--- config.mk ---
export PLATFORM = sky130hd
export DESIGN_NAME = ifetch_top
export DESIGN_NICKNAME = d
export VERILOG_FILES = /design/src/hw/fetch_pkg.sv /design/src/hw/bus_pkg.sv /design/src/hw/fetch_ifs.sv /design/src/hw/pc_gen.sv /design/src/hw/wb_fetch_master.sv /design/src/hw/fetch_out.sv /design/src/hw/ifetch_top.sv
export SDC_FILE = /design/constraint.sdc
export NUM_CORES = 1
export LEC_CHECK = 0
export BUFFER_PORTS_ARGS = -buffer_cell sky130_fd_sc_hd__buf_2
export CORE_MARGIN = 3
export CORE_UTILIZATION = 25
export CTS_CLUSTER_SIZE = 8
export DETAILED_ROUTE_END_ITERATION = 12
export PLACE_DENSITY = 0.52
export SLEW_MARGIN = 20
export SYNTH_ARGS = -nofsm -noshare
export SYNTH_HDL_FRONTEND = slang
export SYNTH_SLANG_ARGS = --single-unit
--- constraint.sdc ---
create_clock -name clk -period 11.3 [get_ports clk]
set_clock_uncertainty 0.15 [all_clocks]
set_input_delay 1.695 -clock clk [delete_from_list [all_inputs] [get_ports clk]]
set_output_delay 1.695 -clock clk [all_outputs]
set_load 0.01 [all_outputs]
--- src/hw/fetch_pkg.sv ---
package fetch_pkg;

    // core address and instruction widths
    localparam int ADDR_W = 64;
    localparam int INST_W = 32;

    typedef logic [ADDR_W-1:0] addr_t;
    typedef logic [INST_W-1:0] inst_t;

    // first fetch after reset
    localparam addr_t RESET_PC = 64'h0000_0000_8000_0000;

    // sequential pc step, no compressed instructions
    localparam addr_t INST_BYTES = 64'd4;

    // lowest jalr target bit, forced to zero
    localparam int JALR_CLR_BIT = 0;

endpackage

--- src/hw/bus_pkg.sv ---
package bus_pkg;

    localparam int WB_DAT_W = 64;
    localparam int WB_ADR_W = 64;

    typedef logic [WB_DAT_W-1:0] wb_dat_t;
    // byte address, low bits always zero
    typedef logic [WB_ADR_W-1:0] wb_adr_t;

    // byte offset inside one data word
    localparam wb_adr_t WB_OFFSET_MASK = 64'h7;

    // address bit that picks the upper 32-bit half
    localparam int HALF_SEL_BIT = 2;

    // DROP waits out a cycle whose data is stale
    typedef enum logic [1:0] {
        IDLE,
        BUSY,
        DROP
    } wb_state_e;

endpackage

--- src/hw/fetch_ifs.sv ---
// pc generator to bus master
interface fetch_req_if;
    logic             req_valid;
    fetch_pkg::addr_t req_pc;
    logic             req_taken;
    logic             flush;

    modport source (
        output req_valid,
        output req_pc,
        output flush,
        input  req_taken
    );

    modport sink (
        input  req_valid,
        input  req_pc,
        input  flush,
        output req_taken
    );
endinterface

// bus master to output register, valid/ready handshake
interface fetch_rsp_if;
    logic             rsp_valid;
    logic             rsp_ready;
    fetch_pkg::inst_t rsp_inst;
    fetch_pkg::addr_t rsp_pc;

    modport source (
        output rsp_valid,
        output rsp_inst,
        output rsp_pc,
        input  rsp_ready
    );

    modport sink (
        input  rsp_valid,
        input  rsp_inst,
        input  rsp_pc,
        output rsp_ready
    );
endinterface

--- src/hw/pc_gen.sv ---
module pc_gen (
    input  logic             clk,
    input  logic             rst_n_i,
    input  logic             jal_i,
    input  logic             branch_i,
    input  logic             jalr_i,
    input  logic             trap_i,
    input  fetch_pkg::addr_t ex_pc_i,
    input  fetch_pkg::addr_t ex_imm_i,
    input  fetch_pkg::addr_t ex_rs1_i,
    input  fetch_pkg::addr_t ex_alu_res_i,
    input  fetch_pkg::addr_t mtvec_i,
    fetch_req_if.source      req
);

    fetch_pkg::addr_t pc_q;
    fetch_pkg::addr_t jalr_sum;
    fetch_pkg::addr_t redirect_pc;
    logic             branch_taken;
    logic             redirect;

    // branch compare result comes in as alu difference
    assign branch_taken = branch_i && (ex_alu_res_i == '0);
    assign jalr_sum     = ex_rs1_i + ex_imm_i;

    // jal/branch over jalr over trap
    always_comb begin
        redirect    = 1'b1;
        redirect_pc = ex_pc_i + ex_imm_i;
        if (jal_i || branch_taken) begin
            redirect_pc = ex_pc_i + ex_imm_i;
        end else if (jalr_i) begin
            redirect_pc = jalr_sum;
            redirect_pc[fetch_pkg::JALR_CLR_BIT] = 1'b0;
        end else if (trap_i) begin
            redirect_pc = mtvec_i;
        end else begin
            redirect = 1'b0;
        end
    end

    always_ff @(posedge clk or negedge rst_n_i) begin
        if (!rst_n_i) begin
            pc_q <= fetch_pkg::RESET_PC;
        end else begin
            if (redirect) begin
                pc_q <= redirect_pc;
            end else if (req.req_taken) begin
                pc_q <= pc_q + fetch_pkg::INST_BYTES;
            end
        end
    end

    // a request stands from the first edge out of reset
    assign req.req_valid = rst_n_i;
    assign req.req_pc    = pc_q;
    // tells the master that anything in flight is wrong-path
    assign req.flush     = redirect;

endmodule

--- src/hw/wb_fetch_master.sv ---
module wb_fetch_master (
    input  logic              clk,
    input  logic              rst_n_i,
    fetch_req_if.sink         req,
    fetch_rsp_if.source       rsp,
    output logic              wb_cyc_o,
    output logic              wb_stb_o,
    output bus_pkg::wb_adr_t  wb_adr_o,
    input  bus_pkg::wb_dat_t  wb_dat_i,
    input  logic              wb_ack_i
);

    bus_pkg::wb_state_e state_q;
    bus_pkg::wb_state_e state_d;
    fetch_pkg::addr_t   cyc_pc_q;
    fetch_pkg::addr_t   rsp_pc_q;
    fetch_pkg::inst_t   rsp_inst_q;
    logic               slot_q;
    logic               take;
    logic               slot_free;
    logic               start;
    logic               capture;

    assign take      = rsp.rsp_valid && rsp.rsp_ready;
    // slot is empty now or will be at this edge
    assign slot_free = !slot_q || take || req.flush;
    assign start     = (state_q == bus_pkg::IDLE) && req.req_valid && slot_free;
    assign capture   = (state_q == bus_pkg::BUSY) && wb_ack_i && !req.flush;

    always_comb begin
        state_d = state_q;
        case (state_q)
            bus_pkg::IDLE: begin
                // a cycle started with a flush is already for the old path
                if (start) begin
                    state_d = req.flush ? bus_pkg::DROP : bus_pkg::BUSY;
                end
            end
            bus_pkg::BUSY: begin
                if (wb_ack_i) begin
                    state_d = bus_pkg::IDLE;
                end else if (req.flush) begin
                    state_d = bus_pkg::DROP;
                end
            end
            bus_pkg::DROP: begin
                // classic cycle cannot be cut short, wait for ack
                if (wb_ack_i) begin
                    state_d = bus_pkg::IDLE;
                end
            end
            default: begin
                state_d = bus_pkg::IDLE;
            end
        endcase
    end

    always_ff @(posedge clk or negedge rst_n_i) begin
        if (!rst_n_i) begin
            state_q <= bus_pkg::IDLE;
            slot_q  <= 1'b0;
        end else begin
            state_q <= state_d;
            if (capture) begin
                slot_q <= 1'b1;
            end else if (take || req.flush) begin
                slot_q <= 1'b0;
            end
        end
    end

    always_ff @(posedge clk) begin
        if (start) begin
            cyc_pc_q <= req.req_pc;
        end
        if (capture) begin
            rsp_pc_q   <= cyc_pc_q;
            rsp_inst_q <= cyc_pc_q[bus_pkg::HALF_SEL_BIT] ? wb_dat_i[63:32] : wb_dat_i[31:0];
        end
    end

    assign req.req_taken = start;

    assign wb_cyc_o = (state_q != bus_pkg::IDLE);
    assign wb_stb_o = (state_q != bus_pkg::IDLE);
    assign wb_adr_o = cyc_pc_q & ~bus_pkg::WB_OFFSET_MASK;

    // held response turns stale on a redirect
    assign rsp.rsp_valid = slot_q && !req.flush;
    assign rsp.rsp_inst  = rsp_inst_q;
    assign rsp.rsp_pc    = rsp_pc_q;

endmodule

--- src/hw/fetch_out.sv ---
module fetch_out (
    input  logic             clk,
    input  logic             rst_n_i,
    input  logic             stall_i,
    fetch_rsp_if.sink        rsp,
    output fetch_pkg::inst_t inst_o,
    output fetch_pkg::addr_t inst_pc_o,
    output logic             inst_valid_o
);

    fetch_pkg::inst_t inst_q;
    fetch_pkg::addr_t pc_q;
    logic             valid_q;
    logic             take;

    // whole register freezes under stall, valid entry or not
    assign rsp.rsp_ready = !stall_i;
    assign take          = rsp.rsp_valid && rsp.rsp_ready;

    always_ff @(posedge clk or negedge rst_n_i) begin
        if (!rst_n_i) begin
            valid_q <= 1'b0;
        end else if (!stall_i) begin
            // each response shows for exactly one unstalled cycle
            valid_q <= take;
        end
    end

    always_ff @(posedge clk) begin
        if (take) begin
            inst_q <= rsp.rsp_inst;
            pc_q   <= rsp.rsp_pc;
        end
    end

    assign inst_o       = inst_q;
    assign inst_pc_o    = pc_q;
    assign inst_valid_o = valid_q;

endmodule

--- src/hw/ifetch_top.sv ---
module ifetch_top (
    input  logic             clk,
    input  logic             rst_n_i,
    input  logic             jal_i,
    input  logic             branch_i,
    input  logic             jalr_i,
    input  logic             trap_i,
    input  fetch_pkg::addr_t ex_pc_i,
    input  fetch_pkg::addr_t ex_imm_i,
    input  fetch_pkg::addr_t ex_rs1_i,
    input  fetch_pkg::addr_t ex_alu_res_i,
    input  fetch_pkg::addr_t mtvec_i,
    output logic             wb_cyc_o,
    output logic             wb_stb_o,
    output bus_pkg::wb_adr_t wb_adr_o,
    input  bus_pkg::wb_dat_t wb_dat_i,
    input  logic             wb_ack_i,
    input  logic             stall_i,
    output fetch_pkg::inst_t inst_o,
    output fetch_pkg::addr_t inst_pc_o,
    output logic             inst_valid_o
);

    fetch_req_if req_if ();
    fetch_rsp_if rsp_if ();

    pc_gen u_pc_gen (
        .clk          (clk),
        .rst_n_i      (rst_n_i),
        .jal_i        (jal_i),
        .branch_i     (branch_i),
        .jalr_i       (jalr_i),
        .trap_i       (trap_i),
        .ex_pc_i      (ex_pc_i),
        .ex_imm_i     (ex_imm_i),
        .ex_rs1_i     (ex_rs1_i),
        .ex_alu_res_i (ex_alu_res_i),
        .mtvec_i      (mtvec_i),
        .req          (req_if.source)
    );

    wb_fetch_master u_wb_fetch_master (
        .clk      (clk),
        .rst_n_i  (rst_n_i),
        .req      (req_if.sink),
        .rsp      (rsp_if.source),
        .wb_cyc_o (wb_cyc_o),
        .wb_stb_o (wb_stb_o),
        .wb_adr_o (wb_adr_o),
        .wb_dat_i (wb_dat_i),
        .wb_ack_i (wb_ack_i)
    );

    fetch_out u_fetch_out (
        .clk          (clk),
        .rst_n_i      (rst_n_i),
        .stall_i      (stall_i),
        .rsp          (rsp_if.sink),
        .inst_o       (inst_o),
        .inst_pc_o    (inst_pc_o),
        .inst_valid_o (inst_valid_o)
    );

endmodule

# Word-level counts from Yosys, hierarchy flattened
# Cells that the tools add are included.
[totals]
regBits = 324
input_bits = 392
out_inout_bits = 163
elab_cells = 54
[classes]
n_addsub = 3
n_eq_ne = 5
mux = 17
n_reduce_logical = 20
[ops]
columns = ["operator", "count"]
rows = [
  ["64-bit 2-to-1 mux", 5],
  ["64-bit adder", 2],
  ["64-bit by 3-bit adder with 64-bit output, second input constant", 1],
  ["64-bit logical NOT", 1],
  ["32-bit 2-to-1 mux", 1],
  ["2-bit 2-to-1 mux", 5],
  ["1-bit logical AND", 7],
  ["2-bit one-hot mux with 3 select lines", 1],
  ["2-bit nonzero test", 3],
  ["1-bit 2-to-1 mux", 5],
  ["1-bit logical OR", 4],
  ["2-bit != test, second input constant", 2],
  ["1-bit logical NOT", 3],
  ["3-bit by 2-bit != test with 1-bit output, second input constant", 1],
  ["3-bit AND reduction", 1],
  ["2-bit by 1-bit equality test with 1-bit output, second input constant", 1],
  ["2-bit equality test, second input constant", 1],
  ["2-bit logical NOT", 1],
]

# Logic depth before layout (Yosys ltp)
[logic_depth]
ltp_word = 12
ltp_mapped = 14
ltp_nobuf = 14

# Cells and area by module
# Synthesis repeated with hierarchy kept, for this count alone.
[hier_totals]
hier_cells = 2131
hier_area_um2 = 21326.7
[by_module_without_submodules]
columns = ["module", "n_inst", "cells_per_inst", "area_per_inst_um2", "seq_area_each_um2"]
rows = [
  ["pc_gen", 1, 1750, 12524.5, 1602.8],
  ["wb_fetch_master", 1, 281, 5866.9, 4879.7],
  ["fetch_out", 1, 100, 2935.3, 2907.8],
]

# Least setup slack after synthesis
# Ideal clock, no wire load.
[synth_timing]
path_kind = "input -> register"
from = "input port branch_i"
to = "register u_fetch_out.inst_q[0], in the netlist u_fetch_out.inst_o[0] (enable)"
setup_time_ps = 693
arrival_time_ps = 9657
required_ps = 10457
setup_slack_ps = 801
stages = 7
n_path_buf = 1
cell_sequence = "nor4b_1 nand2_1 nor2_1 a31oi_1 nand2_1 clkbuf_1 nor3b_1"
[synth_between]
elab_chain_cells = 6
[synth_lines]
columns = ["element", "line_no", "rtl"]
rows = [
  ["start, declared", "ifetch_top.sv:5", "input logic branch_i,"],
  ["1-bit logical AND", "pc_gen.sv:23", "assign branch_taken = branch_i && (ex_alu_res_i == '0);"],
  ["1-bit logical OR", "pc_gen.sv:30", "if (jal_i || branch_taken) begin"],
  ["1-bit 2-to-1 mux", "pc_gen.sv:30", ""],
  ["1-bit logical NOT", "wb_fetch_master.sv:89", "assign rsp.rsp_valid = slot_q && !req.flush;"],
  ["1-bit logical AND", "wb_fetch_master.sv:89", ""],
  ["1-bit logical AND", "fetch_out.sv:18", "assign take = rsp.rsp_valid && rsp.rsp_ready;"],
  ["named net u_fetch_out.take", "fetch_out.sv:14", "logic take;"],
  ["end signal, assigned", "fetch_out.sv:31", "inst_q <= rsp.rsp_inst;"],
  ["end, declared", "fetch_out.sv:11", "fetch_pkg::inst_t inst_q;"],
]
# The timed path passes the listed nets, and every way through them passes these cells.
# A chain may end at the register's enable or synchronous reset.

# Worst setup path after layout
[layout_timing]
from = "input port ex_imm_i[4]"
to = "register u_pc_gen.pc_q[53], in the netlist u_pc_gen.req.req_pc[53]"
[layout_between]
elab_chain_cells = 5
elab_cells_between_ends = 6
classes_between = "add/sub (2); mux (4)"
[layout_lines]
columns = ["element", "line_no", "rtl"]
rows = [
  ["start, declared", "ifetch_top.sv:9", "input fetch_pkg::addr_t ex_imm_i,"],
  ["64-bit adder", "pc_gen.sv:29, pc_gen.sv:31", ""],
  ["64-bit 2-to-1 mux", "pc_gen.sv:35", "end else if (trap_i) begin"],
  ["64-bit 2-to-1 mux", "pc_gen.sv:32", "end else if (jalr_i) begin"],
  ["64-bit 2-to-1 mux *", "pc_gen.sv:30", ""],
  ["64-bit 2-to-1 mux *", "pc_gen.sv:46", "if (redirect) begin"],
  ["end signal, assigned", "pc_gen.sv:44", "pc_q <= fetch_pkg::RESET_PC;"],
  ["end signal, assigned", "pc_gen.sv:47", "pc_q <= redirect_pc;"],
  ["end signal, assigned", "pc_gen.sv:49", "pc_q <= pc_q + fetch_pkg::INST_BYTES;"],
  ["end, declared", "pc_gen.sv:16", "fetch_pkg::addr_t pc_q;"],
]
# Every way passes the cells marked *; elsewhere a longest branch is shown, timed or not.

==> results.yml <==
final_layout:
  fillCellCount: 8642
  stdcell_area_sq_mm: 0.0257
  final_cells: 3641
  synthToLayoutAreaGrowth_pct: 22.5
  drive_gt1_share_pct: 26.8
  layout.nets: 3061
  post-route-util_pct: 31.1
cts:
  h-tree-depth: 2
  post_cts_buffers: 0
  tritoncts: "built"
  cts_resized: 0
  cts-root-buf: "clkbuf_16"
  clk_latency_ns: 0.55
  clkSinkCount: 324
  cts.path.max_buffers: 3
  clkTransAtPathRegs_ns: 0.06
  cts_hold_buf: 0
  numCtsBuffers: 46
floorplan:
  die_w_um: 296
  die_area_sq_mm: 0.0874
  placementRows: 105
  start_util_pct: 25.4
  pin_count: 555
  core-area_sq_mm: 0.0826
  chipHeight_um: 296
grt:
  antenna_found_initial: 27
  grt_usage_pct: 17.7
  grt-ovfl-total: 0
  grt_pass1_wl_mm: 116
  grt_max_degree: 65
  grt_pass1_vias: 17800
worst_setup_path:
  r2r_start: "u_pc_gen.req.req_pc[16]$_DFFE_PN0P_"
  cp_num_buf_inv: 1
  cp_cell_sequence: "buf_2, ha_1, a21oi_1, o21ai_0, nor2_1, o31ai_2, a31oi_1, o31ai_1, a41oi_1, o21ai_0, mux2i_1, o21ai_0, a22o_1"
  crit_family: "compound AO/OA/AOI/OAI gates"
  r2r_slack_ns: 7.60
  cp_data_arrival_time_ns: 5.32
  worstReg2RegEnd: "u_pc_gen.req.req_pc[60]$_DFFE_PN0P_"
  max_stage_delay_ns: 0.54
  cp.required_ns: 11.59
  critPathMaxFanout: 5
  r2r_cells: 11
  crit_top_cell: "o21ai_0"
  crit_path_end_kind: "register"
  cpMaxStageDelayCell: "o31ai_1"
  startpoint_type: "input pin"
  path_class: "input pin to register"
sta:
  finalCritPeriodShare_pct: 44.5
  max_freq_mhz: 199
  slew_headroom_pct: 28.1
  finalHoldViolations: 0
  layout_setup_ws_ns: 6.27
  hold_slack_ns: 0.250
  grt_setup_unrepaired: "no"
  setup-violations-final: 0
  worst_pin_slew_ns: 1.08
  finalMaxSlewViolations: 0
  fin_setup_tns_ns: 0
  period_needed_ns: 5.03
drt:
  wl_per_cell_um: 22.5
  wirelength_mm: 81.8
  drtIter0Drc: 1682
  detail_route.first_pass.iterations: 6
  drc_errors: 0
  ant_nets: 0
  num_vias: 18500
  viasPerCell: 5.08
yosys:
  synth_top_family_by_area: "compound AO/OA/AOI/OAI gates"
  synth_mux_area_share_pct: 2.35
  post_synth_num_cell_types: 82
  yosys-top-cells-area: "edfxtp_1, dfrtp_1, ha_1, a21oi_1, xnor2_1"
  synth_edf_count: 256
  yosysSeqAreaShare_pct: 44.8
  ys_ff_latch: 324
  synth_flop_cell: "edfxtp_1"
  synth_compound_area_share_pct: 21.3
  synth_simple_gate_area_share_pct: 13.5
  yosys_warnings: 0
  async_flop_share_pct: 21.0
  syn_area_per_cell_sq_um: 10.1
  synth.cell_area_sq_mm: 0.0210
  synth_cells: 2084
  synthAdderAreaFrac_pct: 7.71
  synth_xor_area_share_pct: 5.56
  yosysTopAreaCell: "edfxtp_1"
  synth.top_cell.area_share_pct: 36.7
placement:
  dp_hpwl_mm: 66.9
  numPortBuffers: 551
  placed_cell_area_sq_mm: 0.0244
  place_ws_ns: 5.70
  dpl.cell_count: 3563
  place_congestion: 0.927
worst_hold_path:
  worstHoldPathCells: 0
  min_to: "u_fetch_out.inst_pc_o[45]$_DFFE_PP_"
  hp-class: "register to register"
  hold_start: "u_wb_fetch_master.rsp.rsp_pc[45]$_DFFE_PP_"
outcome:
  outcome: "finished, final reports clean"
power_and_ir_drop:
  p_leak_nw: 10.4
  ir_worst_vdd_v: 0.0000834
  total_power_mw: 3.59
  p_per_area_mw_per_mm2: 140
flow_run:
  cap_violations: 0
-- worst register-to-register path, cell delays in order, from the launching register on --
cell and delay, ns:
dfrtp_1 0.51, and4_1 0.37, and4b_1 0.24, nand3_1 0.18
nor2_1 0.50, nand3_1 0.22, nor2_1 0.30, nand2_1 0.12
xor2_1 0.14, nor2_1 0.06, a2111oi_0 0.57, a221oi_1 0.17
-- final cells by class --
| cell class | count | area [sq um] | area share [%] |
|---|---|---|---|
| Antenna cell | 11 | 27.5 | 0.107 |
| Tap cell | 1070 | 1340 | 5.21 |
| Timing Repair Buffer | 569 | 2890 | 11.3 |
| Clock buffer | 63 | 1210 | 4.73 |
| Sequential cell | 324 | 9390 | 36.5 |
| Inverter | 40 | 151 | 0.589 |
| Clock inverter | 4 | 38.8 | 0.151 |
| Multi-Input combinational cell | 1560 | 10600 | 41.4 |
-- flip-flops by register name (all words and copies together), names as in the netlist --
register and cells:
u_pc_gen.req.req_pc 64, u_wb_fetch_master.cyc_pc_q 64, u_wb_fetch_master.rsp.rsp_pc 64, u_fetch_out.inst_valid_o 1, u_fetch_out.inst_o 32, u_wb_fetch_master.rsp.rsp_inst 32
u_wb_fetch_master.state_q 2, u_fetch_out.inst_pc_o 64, u_wb_fetch_master.slot_q 1
-- cells in the final DEF (no fill, tap or decap), drive strengths merged, types with 9 or more instances in the layout --
cell type / count
diode: 11
inv: 41
dfrtp: 67
o21bai: 30
edfxtp: 256
and4: 9
mux2i: 11
nor3: 41
nand3: 47
and3: 28
xor2: 48
a221oi: 20
buf: 569
a21oi: 188
and2: 16
clkbuf: 63
xnor2: 85
mux2: 34
a311oi: 9
nor2b: 16
o22ai: 27
nand2: 147
o31ai: 15
a21o: 70
a211oi: 24
o21ai: 125
a221o: 16
nor4: 21
nand4: 56
nor2: 142
o21a: 20
a31oi: 33
nand2b: 15
ha: 126
a22oi: 25
-- report_power, final --
group          internal [mW]  total [mW]  switching (mW)
Clock                  0.737        1.22           0.486
Sequential              1.39        1.50           0.108
Combinational          0.349       0.874           0.525
Total                   2.48        3.59            1.12
-- cells by family after synthesis --
family / count (synthesis)
AOI/OAI and AO/OA: 678
and+or+nand+nor: 573
DFF: 324
buffers and inverters: 202
xor gates and xnor gates: 133
adders and majority gates: 128
muxes: 45
other: 1
-- cells in the mapped netlist (16+ instances only) --
| cell type | count |
|---|---|
| and2_1 | 16 |
| and3_1 | 28 |
| a221o_1 | 16 |
| nor3_1 | 41 |
| a21o_1 | 70 |
| a211oi_1 | 21 |
| nand2_1 | 147 |
| a21oi_1 | 188 |
| o21a_1 | 20 |
| nor2b_1 | 16 |
| clkbuf_1 | 84 |
| xnor2_1 | 85 |
| nor4_1 | 21 |
| inv_1 | 40 |
| buf_4 | 65 |
| dfrtp_1 | 67 |
| o21ai_0 | 116 |
| o22ai_1 | 27 |
| mux2_2 | 34 |
| a221oi_1 | 18 |
| nand4_1 | 56 |
| nand3_1 | 46 |
| a22oi_1 | 24 |
| o21bai_1 | 30 |
| ha_1 | 126 |
| xor2_1 | 48 |
| edfxtp_1 | 256 |
| a31oi_1 | 33 |
| nor2_1 | 142 |
-- routing by layer --
layer	track usage [%]	vias to the layer above	routed length, um
li1	-	8842	-
met1	24.5	8824	37000
met2	28.0	679	37300
met3	3.14	130	5010
met4	5.93	16	2370
met5	0	-	106
-- worst max-delay path by stage --
stage	from	end	slack, ns	depth (start not counted)
2_1_floorplan	branch_i	u_fetch_out.inst_o[0]$_DFFE_PP_	0.80	7
3_3_place_gp	ex_imm_i[4]	u_pc_gen.req.req_pc[53]$_DFFE_PN0P_	5.76	13
3_5_place_dp	ex_alu_res_i[37]	u_pc_gen.req.req_pc[40]$_DFFE_PN0P_	5.70	14
4_1_cts	ex_alu_res_i[37]	u_pc_gen.req.req_pc[56]$_DFFE_PN0P_	6.28	14
5_1_grt	ex_imm_i[7]	u_pc_gen.req.req_pc[62]$_DFFE_PN0P_	5.93	13
6_report	ex_imm_i[4]	u_pc_gen.req.req_pc[53]$_DFFE_PN0P_	6.27	13
(Power assumes the default switching activity.)
